<file path="src/common/isaPkg.sv">
package isaPkg;

  //////////////////////////////////////////////////
  // Widths and sizes
  //////////////////////////////////////////////////
  localparam int regWidth    = 16;  // Scalar data path
  localparam int numRegs     = 16;  // r0..r15
  localparam int regIdxWidth = 4;
  localparam int pcWidth     = 16;
  localparam int opcodeWidth = 8;
  localparam int immWidth    = 16;

  typedef logic [regIdxWidth-1:0] regIdxT;
  typedef logic [regWidth-1:0]    dataT;

  // Condition code, one-hot n/z/p, zero means nothing written back yet
  typedef logic [2:0] ccT;
  localparam ccT ccNeg  = 3'b100;
  localparam ccT ccZero = 3'b010;
  localparam ccT ccPos  = 3'b001;

  //////////////////////////////////////////////////
  // Opcodes kept from the scalar integer path
  //////////////////////////////////////////////////
  typedef enum logic [opcodeWidth-1:0] {
    opAdd   = 8'h10,  // Register form
    opAddi  = 8'h11,
    opAnd   = 8'h12,  // Register form
    opAndi  = 8'h13,
    opMovi  = 8'h20,
    opLdw   = 8'h30,  // dest <- mem[src1 + imm]
    opStw   = 8'h31,  // mem[src1 + imm] <- dest field register
    opBrp   = 8'h41,  // Low three bits of BR opcodes follow n/z/p
    opBrz   = 8'h42,
    opBrzp  = 8'h43,
    opBrn   = 8'h44,
    opBrnp  = 8'h45,
    opBrnz  = 8'h46,
    opBrnzp = 8'h47,
    opJmp   = 8'h50   // Target is register src1
  } opcodeT;

  // ADD, AND: two source registers
  typedef struct packed {
    opcodeT         opcode;  // 31:24
    regIdxT         dest;    // 23:20
    regIdxT         src1;    // 19:16
    logic [3:0]     spareA;
    regIdxT         src2;    // 11:8
    logic [7:0]     spareB;
  } regFormT;

  // Everything else: one source plus a 16-bit immediate
  typedef struct packed {
    opcodeT                opcode;
    regIdxT                dest;
    regIdxT                src1;
    logic [immWidth-1:0]   imm;
  } immFormT;

  // Same 32-bit word, decoded by opcode
  typedef union packed {
    regFormT regForm;
    immFormT immForm;
  } instrT;

endpackage
</file>
<file path="src/common/pipePkg.sv">
package pipePkg;

  //////////////////////////////////////////////////
  // Fetch to decode
  //////////////////////////////////////////////////
  typedef struct packed {
    logic                          valid;  // Held while depStall
    logic [isaPkg::pcWidth-1:0]    pc;
    isaPkg::instrT                 instr;
  } fetchBundleT;

  //////////////////////////////////////////////////
  // Writeback to decode
  //////////////////////////////////////////////////
  typedef struct packed {
    logic            enable;
    isaPkg::regIdxT  idx;
    isaPkg::dataT    data;  // Also sets the condition code
  } wbBundleT;

  //////////////////////////////////////////////////
  // Decode to execute, registered, no back-pressure
  //////////////////////////////////////////////////
  typedef struct packed {
    logic                          valid;
    logic [isaPkg::pcWidth-1:0]    pc;
    isaPkg::opcodeT                opcode;
    isaPkg::dataT                  src1Value;
    isaPkg::dataT                  src2Value;   // STW store data lands here
    logic [isaPkg::immWidth-1:0]   imm;
    isaPkg::regIdxT                destIdx;
    logic                          writesDest;
  } issueBundleT;

  // Decode back to fetch, one cycle pulse per branch
  typedef struct packed {
    logic                          valid;
    logic                          taken;
    logic [isaPkg::pcWidth-1:0]    target;
  } redirectT;

endpackage

</file>
<file path="src/decode/decodeStage.sv">
`timescale 1ns/1ns

module decodeStage (
  input  logic                 I_CLOCK,
  input  logic                 reset,
  input  pipePkg::fetchBundleT fetchIn,
  input  pipePkg::wbBundleT    wbIn,
  output pipePkg::issueBundleT issueOut,
  output pipePkg::redirectT    redirectOut,
  output logic                 depStall,
  output logic                 branchStall
);

  import isaPkg::*;
  import pipePkg::*;

  instrT                instr;
  opcodeT               opcode;
  regIdxT               src1Idx;
  regIdxT               src2Idx;
  regIdxT               destIdx;
  regIdxT               jumpIdx;
  logic [immWidth-1:0]  imm;
  logic                 isRegForm;
  logic                 useSrc1;
  logic                 useSrc2;
  logic                 writesDest;
  logic                 isCondBranch;
  logic                 isJmp;
  logic                 isBranch;
  logic                 accept;
  logic                 issueAccept;
  logic                 branchAccept;
  dataT                 src1Value;
  dataT                 src2Value;
  dataT                 jumpBase;

  //////////////////////////////////////////////////
  // Field decode
  //////////////////////////////////////////////////
  assign instr     = fetchIn.instr;
  assign opcode    = instr.regForm.opcode;  // Same bits in both views
  assign isRegForm = (opcode == opAdd) || (opcode == opAnd);
  assign destIdx   = instr.immForm.dest;
  assign jumpIdx   = instr.immForm.src1;    // JMP base register
  assign imm       = isRegForm ? '0 : instr.immForm.imm;

  always_comb begin
    useSrc1      = 1'b0;
    useSrc2      = 1'b0;
    writesDest   = 1'b0;
    isCondBranch = 1'b0;
    isJmp        = 1'b0;
    src1Idx      = instr.immForm.src1;
    src2Idx      = instr.regForm.src2;
    case (opcode)
      opAdd, opAnd: begin
        useSrc1    = 1'b1;
        useSrc2    = 1'b1;
        writesDest = 1'b1;
      end
      opAddi, opAndi, opLdw: begin
        useSrc1    = 1'b1;
        writesDest = 1'b1;
      end
      opMovi: writesDest = 1'b1;  // No source
      opStw: begin
        useSrc1 = 1'b1;                 // Address base
        useSrc2 = 1'b1;
        src2Idx = instr.immForm.dest;   // Store data sits in the dest field
      end
      opBrn, opBrz, opBrp, opBrnz, opBrnp, opBrzp, opBrnzp: isCondBranch = 1'b1;
      opJmp: begin
        useSrc1 = 1'b1;  // Stall on the base only
        isJmp   = 1'b1;
      end
      default: ;  // Unknown word issues as a no-write op
    endcase
  end

  // Handshake with fetch
  assign isBranch     = isCondBranch || isJmp;
  assign branchStall  = fetchIn.valid && isBranch;  // Hold PC until redirect
  assign accept       = fetchIn.valid && !depStall;
  assign issueAccept  = accept && !isBranch;
  assign branchAccept = accept && isBranch;

  //////////////////////////////////////////////////
  // Submodules
  //////////////////////////////////////////////////
  regFile regFile_i (
    .I_CLOCK (I_CLOCK),
    .reset   (reset),
    .wbIn    (wbIn),
    .rdIdxA  (src1Idx),
    .rdIdxB  (src2Idx),
    .rdIdxC  (jumpIdx),
    .rdDataA (src1Value),
    .rdDataB (src2Value),
    .rdDataC (jumpBase)
  );

  hazardUnit hazardUnit_i (
    .I_CLOCK      (I_CLOCK),
    .reset        (reset),
    .src1Idx      (src1Idx),
    .src2Idx      (src2Idx),
    .useSrc1      (fetchIn.valid && useSrc1),
    .useSrc2      (fetchIn.valid && useSrc2),
    .isCondBranch (fetchIn.valid && isCondBranch),
    .accept       (accept),
    .writesDest   (writesDest),
    .destIdx      (destIdx),
    .wbIn         (wbIn),
    .depStall     (depStall),
    .anyPending   ()
  );

  branchUnit branchUnit_i (
    .I_CLOCK     (I_CLOCK),
    .reset       (reset),
    .accept      (branchAccept),
    .opcode      (opcode),
    .pc          (fetchIn.pc),
    .imm         (imm),
    .jumpBase    (jumpBase),
    .wbIn        (wbIn),
    .redirectOut (redirectOut)
  );

  //////////////////////////////////////////////////
  // Issue register
  //////////////////////////////////////////////////
  always_ff @(posedge I_CLOCK) begin
    if (reset) begin
      issueOut.valid <= 1'b0;
    end else begin
      issueOut.valid <= issueAccept;  // One-cycle pulse
      if (issueAccept) begin
        issueOut.pc         <= fetchIn.pc;
        issueOut.opcode     <= opcode;
        issueOut.src1Value  <= src1Value;
        issueOut.src2Value  <= src2Value;
        issueOut.imm        <= imm;
        issueOut.destIdx    <= destIdx;
        issueOut.writesDest <= writesDest;
      end
    end
  end

  // A stalled cycle never produces an issue
  noIssueAfterStall: assert property (
    @(posedge I_CLOCK) disable iff (reset)
    depStall |=> !issueOut.valid
  );

endmodule

</file>
<file path="src/decode/branchUnit.sv">
`timescale 1ns/1ns

module branchUnit (
  input  logic              I_CLOCK,
  input  logic              reset,
  input  logic              accept,    // Branch or jump taken in this cycle
  input  isaPkg::opcodeT    opcode,
  input  isaPkg::dataT      pc,
  input  isaPkg::dataT      imm,
  input  isaPkg::dataT      jumpBase,
  input  pipePkg::wbBundleT wbIn,
  output pipePkg::redirectT redirectOut
);

  import isaPkg::*;
  import pipePkg::*;

  ccT   cc;        // Set by last scalar writeback
  ccT   brMask;
  logic isJmp;
  logic taken;
  dataT target;

  //////////////////////////////////////////////////
  // Condition code
  //////////////////////////////////////////////////
  always_ff @(posedge I_CLOCK) begin
    if (reset) begin
      cc <= '0;  // Nothing written back yet
    end else if (wbIn.enable) begin
      if (wbIn.data[regWidth-1]) begin
        cc <= ccNeg;
      end else if (wbIn.data == '0) begin
        cc <= ccZero;
      end else begin
        cc <= ccPos;
      end
    end
  end

  //////////////////////////////////////////////////
  // Condition test and target
  //////////////////////////////////////////////////
  always_comb begin
    case (opcode)
      opBrn:   brMask = ccNeg;
      opBrz:   brMask = ccZero;
      opBrp:   brMask = ccPos;
      opBrnz:  brMask = ccNeg | ccZero;
      opBrnp:  brMask = ccNeg | ccPos;
      opBrzp:  brMask = ccZero | ccPos;
      opBrnzp: brMask = ccNeg | ccZero | ccPos;
      default: brMask = '0;  // JMP and non-branches
    endcase
    isJmp = (opcode == opJmp);
    // BRNZP goes even before any writeback
    taken  = isJmp || (opcode == opBrnzp) || |(brMask & cc);
    target = isJmp ? jumpBase : dataT'(pc + imm);  // PC-relative for BR
  end

  // Redirect pulse, one cycle after acceptance
  always_ff @(posedge I_CLOCK) begin
    if (reset) begin
      redirectOut.valid <= 1'b0;
    end else begin
      redirectOut.valid <= accept;
      if (accept) begin
        redirectOut.taken  <= taken;
        redirectOut.target <= target;
      end
    end
  end

  ccLegal: assert property (
    @(posedge I_CLOCK) disable iff (reset)
    $onehot0(cc)
  );

endmodule

</file>
<file path="src/decode/hazardUnit.sv">
`timescale 1ns/1ns

module hazardUnit (
  input  logic              I_CLOCK,
  input  logic              reset,
  input  isaPkg::regIdxT    src1Idx,
  input  isaPkg::regIdxT    src2Idx,
  input  logic              useSrc1,
  input  logic              useSrc2,
  input  logic              isCondBranch,
  input  logic              accept,
  input  logic              writesDest,
  input  isaPkg::regIdxT    destIdx,
  input  pipePkg::wbBundleT wbIn,
  output logic              depStall,
  output logic              anyPending
);

  import isaPkg::*;
  import pipePkg::*;

  logic [numRegs-1:0] pending;  // One bit per register in flight
  logic               src1Stall;
  logic               src2Stall;
  logic               ccStall;

  //////////////////////////////////////////////////
  // Scoreboard
  //////////////////////////////////////////////////
  always_ff @(posedge I_CLOCK) begin
    if (reset) begin
      pending <= '0;
    end else begin
      if (wbIn.enable) begin
        pending[wbIn.idx] <= 1'b0;  // Result is back
      end
      // Set comes last so a new producer beats a same-cycle writeback
      if (accept && writesDest) begin
        pending[destIdx] <= 1'b1;
      end
    end
  end

  //////////////////////////////////////////////////
  // Stall decision
  //////////////////////////////////////////////////
  // Pending source stalls unless its value arrives this cycle
  function automatic logic srcStall(logic used, regIdxT idx);
    logic wbHit;
    wbHit = wbIn.enable && (wbIn.idx == idx);
    return used && pending[idx] && !wbHit;
  endfunction

  always_comb begin
    src1Stall  = srcStall(useSrc1, src1Idx);
    src2Stall  = srcStall(useSrc2, src2Idx);
    anyPending = |pending;
    // The condition code settles only when nothing is in flight,
    // a writeback in this cycle still updates it too late
    ccStall    = isCondBranch && anyPending;
    depStall   = src1Stall || src2Stall || ccStall;
  end

  // Every writeback must match an issued producer
  wbHasProducer: assert property (
    @(posedge I_CLOCK) disable iff (reset)
    wbIn.enable |-> pending[wbIn.idx]
  );

endmodule

</file>
<file path="src/hw/regFile.sv">
`timescale 1ns/1ns

module regFile (
  input  logic              I_CLOCK,
  input  logic              reset,
  input  pipePkg::wbBundleT wbIn,
  input  isaPkg::regIdxT    rdIdxA,
  input  isaPkg::regIdxT    rdIdxB,
  input  isaPkg::regIdxT    rdIdxC,
  output isaPkg::dataT      rdDataA,
  output isaPkg::dataT      rdDataB,
  output isaPkg::dataT      rdDataC
);

  import isaPkg::*;
  import pipePkg::*;

  dataT regs [numRegs];  // Scalar registers

  //////////////////////////////////////////////////
  // Write port
  //////////////////////////////////////////////////
  always_ff @(posedge I_CLOCK) begin
    if (reset) begin
      for (int i = 0; i < numRegs; i++) begin
        regs[i] <= '0;
      end
    end else if (wbIn.enable) begin
      regs[wbIn.idx] <= wbIn.data;  // Lands at the edge
    end
  end

  //////////////////////////////////////////////////
  // Read ports
  //////////////////////////////////////////////////
  // Same-cycle writeback bypasses the array
  function automatic dataT readPort(regIdxT idx);
    dataT value;
    if (wbIn.enable && (wbIn.idx == idx)) begin
      value = wbIn.data;  // Write-through
    end else begin
      value = regs[idx];
    end
    return value;
  endfunction

  always_comb begin
    rdDataA = readPort(rdIdxA);  // src1
    rdDataB = readPort(rdIdxB);  // src2 or STW data
    rdDataC = readPort(rdIdxC);  // Jump base
  end

endmodule

</file>
<file path="config.mk">
export PLATFORM = sky130hd
export DESIGN_NAME = decodeStage
export DESIGN_NICKNAME = d
export VERILOG_FILES = /design/src/common/isaPkg.sv /design/src/common/pipePkg.sv /design/src/decode/decodeStage.sv /design/src/decode/branchUnit.sv /design/src/decode/hazardUnit.sv /design/src/hw/regFile.sv
export SDC_FILE = /design/constraint.sdc
export NUM_CORES = 1
export LEC_CHECK = 0
export CAP_MARGIN = 20
export CELL_PAD_IN_SITES_DETAIL_PLACEMENT = 0
export CELL_PAD_IN_SITES_GLOBAL_PLACEMENT = 1
export CORE_UTILIZATION = 52
export CTS_BUF_LIST = sky130_fd_sc_hd__clkbuf_8
export CTS_CLUSTER_DIAMETER = 80
export DETAILED_ROUTE_END_ITERATION = 7
export DONT_BUFFER_PORTS = 1
export PLACE_DENSITY_LB_ADDON = 0.12
export SLEW_MARGIN = 25
export SYNTH_ARGS = -nofsm -noshare
export SYNTH_HDL_FRONTEND = slang
export SYNTH_SLANG_ARGS = --single-unit
export TNS_END_PERCENT = 5
</file>
<file path="constraint.sdc">
create_clock -name I_CLOCK -period 12.88 [get_ports I_CLOCK]
set_input_delay 0 -clock I_CLOCK [delete_from_list [all_inputs] [get_ports I_CLOCK]]
set_output_delay 0 -clock I_CLOCK [all_outputs]
set_load 0.05 [all_outputs]
</file>
==> results.ini <==
[sta]
period_share_pct = 33.6
slew_headroom_pct = 25.6
finalSetupViolations = 0
hold_violations = 0
clock_skew_ps = 21.4
slew_viol_final = 0
setup_slack_ps = 8560
rsz0062_at_grt = no
fmax_mhz = 231
setup_tns_ps = 0
tightestPinTransition_ps = 1110
fin_crit_ps = 4320

[route]
routed_wl_um = 65200
drc = 0
viasPerCell = 6.37
first_iter_violations = 1782
antenna_left = 0
wl_per_cell_um = 28.8
vias = 14404
drtPass1Iterations = 8

[worst_setup_path]
worstSetupPathType = primary input to flop
critPathMaxFanout = 36
cp-start-kind = primary input
cp.arrival_ps = 4730
endpoint_kind = flop
required_ps = 13290

[die]
io_pins = 170
core_area_sq_mm = 0.0369
start_util_pct = 53.1
die_w_um = 196
dieArea_sq_mm = 0.0384
fp-row-count = 70
die_y_um = 196

[placement]
place_area_sq_mm = 0.0202
io_buffers = 0
dpl.hpwl_um = 39000
dp_slack_ps = 9140
place.gp.congestion = 0.872

[yosys]
synthCells = 1643
synth-edff-count = 350
seq_area_frac_synth_pct = 55.8
syn_nets = 1731
async_flop_share_pct = 0
synth_seq_cells = 371
synth_warnings = 0
synth-main-ff-cell = edfxtp_1
synth_cell_types = 66
syn_area_sq_mm = 0.0196
syn_avg_cell_area_sq_um = 11.9

[global_route]
overflow = 0
grt_pass1_wl_um = 94800
antenna_found_initial = 3
grt_max_degree = 70
first_global_vias = 13968
grt_util_all_layers_pct = 34.5

[clocking]
cts_tree = yes
clock_latency_ps = 660
numClockSinks = 371
clockBufferDepth = 3
htree_num_levels = 2
cts-buffers-inserted = 61
clk_pin_slew_ps = 60
cts_root_buffer = clkbuf_8

[power_and_ir_drop]
leakagePower_nw = 7.81
irDropWorstVdd_mv = 0.0883
cellPowerDensity_mw_per_mm2 = 123

[layout]
fillCellCount = 2942
final-seq-area_sq_mm = 0.0109
design_area_sq_mm = 0.0222
area_growth_pct = 13.5
multi_input_area_sq_mm = 0.00831
antenna_cells = 0
drive_above_1_share_pct = 15.3
fin_nets = 1803

[hold_path]
min_path_type = primary input to flop

[run]
drv_cap = 0

[run_status]
status = finished clean

[placed cells by master, fill, tap and decap left out, types with 5 or more instances in the layout]
cell type / netlist / routed
clkbuf_8: 0 / 64
nor3_4: 0 / 7
a31oi_1: 20 / 20
xnor2_1: 14 / 14
nand2b_1: 6 / 6
nor3_1: 28 / 18
nand3_1: 102 / 102
mux2_2: 17 / 17
nand2_1: 277 / 276
and2_1: 275 / 274
or3_1: 6 / 6
o211ai_1: 5 / 5
inv_1: 22 / 35
a21oi_1: 31 / 31
dlygate4sd3_1: 0 / 94
a21o_1: 5 / 5
mux2i_1: 27 / 25
dfxtp_1: 21 / 21
or2_2: 12 / 12
clkinv_1: 0 / 19
buf_4: 2 / 28
xor2_1: 11 / 11
nor2_2: 0 / 5
clkinv_2: 0 / 7
nand4_1: 23 / 23
o21ai_0: 9 / 9
edfxtp_1: 350 / 350
mux4_2: 85 / 85
nor2_1: 46 / 38
o41ai_1: 12 / 12
o31ai_1: 19 / 19
a32oi_1: 15 / 15
ha_1: 15 / 15
nor4_1: 16 / 12
[layout make-up]
class | count | share of cell area, %
Tap cell | 504 | 2.84
Timing Repair Buffer | 126 | 5.52
Clock inverter | 43 | 0.788
Inverter | 22 | 0.371
Multi-Input combinational cell | 1133 | 37.4
Clock buffer | 64 | 3.96
Sequential cell | 371 | 49.2
[worst max-delay path, cell delays in order]
cell and delay, ps:
dlygate4sd3_1 530, dlygate4sd3_1 590, or4_4 470, o31ai_4 330, nand2_2 580, buf_4 530, nor2_1 590, a32oi_1 200
a31oi_1 200, o31ai_1 90, dlygate4sd3_1 570
[metrics by stage]
step	hold slack [ps]	util [%]	total power, mW	instances
finish	29.4	60.3	2.74	2263
global route	20.5	60.3	2.83	2263
CTS	1.47	60.3	2.75	2263
detailed placement	79.2	54.7	1.78	2059
global placement	76.8	54.6	1.78	2058
floorplan	98.9	-	1.70	1643
[sequential cells by signal, summed over array words and instances (netlist names)]
signal,flops
regFile_i.regs,256
issueOut,78
branchUnit_i.redirectOut,18
hazardUnit_i.pending,16
branchUnit_i.cc,3
[synth_stat cells (5+ instances only)]
master    number  area (sq um)
a21o_1         5          37.5
a21oi_1       31           155
a31oi_1       20           125
a32oi_1       15           131
and2_1       275          1720
buf_1         13          48.8
buf_2         10          50.1
clkbuf_1      90           338
dfxtp_1       21           420
edfxtp_1     350         10500
ha_1          15           188
inv_1         22          82.6
mux2_2        17           191
mux2i_1       27           270
mux4_2        85          1910
nand2_1      277          1040
nand2b_1       6          37.5
nand3_1      102           510
nand4_1       23           144
nor2_1        46           173
nor3_1        28           140
nor4_1        16           100
o211ai_1       5          37.5
o21ai_0        9          45.0
o21bai_1       6          45.0
o31ai_1       19           143
o41ai_1       12           105
or2_2         12          75.1
or3_1          6          37.5
xnor2_1       14           123
xor2_1        11          96.3
[where the power goes]
| group | internal, mW | switching (mW) |
|---|---|---|
| combinational | 0.139 | 0.200 |
| clock | 0.454 | 0.478 |
| sequential | 1.39 | 0.0786 |
[cell families after synthesis]
family | Yosys count | synth area share (%)
simple gates | 815 | 21.4
flops | 371 | 55.8
compound gates | 147 | 5.53
buf+inv | 139 | 2.84
mux | 130 | 12.2
xor+xnor | 25 | 1.12
fa+ha+maj | 16 | 1.06
[final timing paths]
check             slack (ps)  cells past startpoint                     start                  endpoint
hold reg to reg          510                      2  hazardUnit_i.pending[13]  hazardUnit_i.pending[13]
hold / removal            30                      3                  wbIn[15]        branchUnit_i.cc[2]
setup / recovery        8560                     11               fetchIn[30]              issueOut[33]
setup reg to reg        9820                      6  hazardUnit_i.pending[12]              issueOut[34]
[timing repair]
action | CTS | global route
hold buffers | 97 | 0
setup buffers | 0 | 0
gates resized for setup | 0 | 0
endpoints found under the hold margin | 444 | 0
[per-layer routing]
layer  share of wire, %  wire, um  track usage [%]  vias up
met2                 46     29800             54.1     1006
met1                 38     24900             46.1     7019
met4                4.3      2830             15.0        0
met3                 12      7680             7.87      170
met5                  0         0                0        -
li1                   -         -                -     6209
No activity file was read; power rests on OpenSTA's default activity.
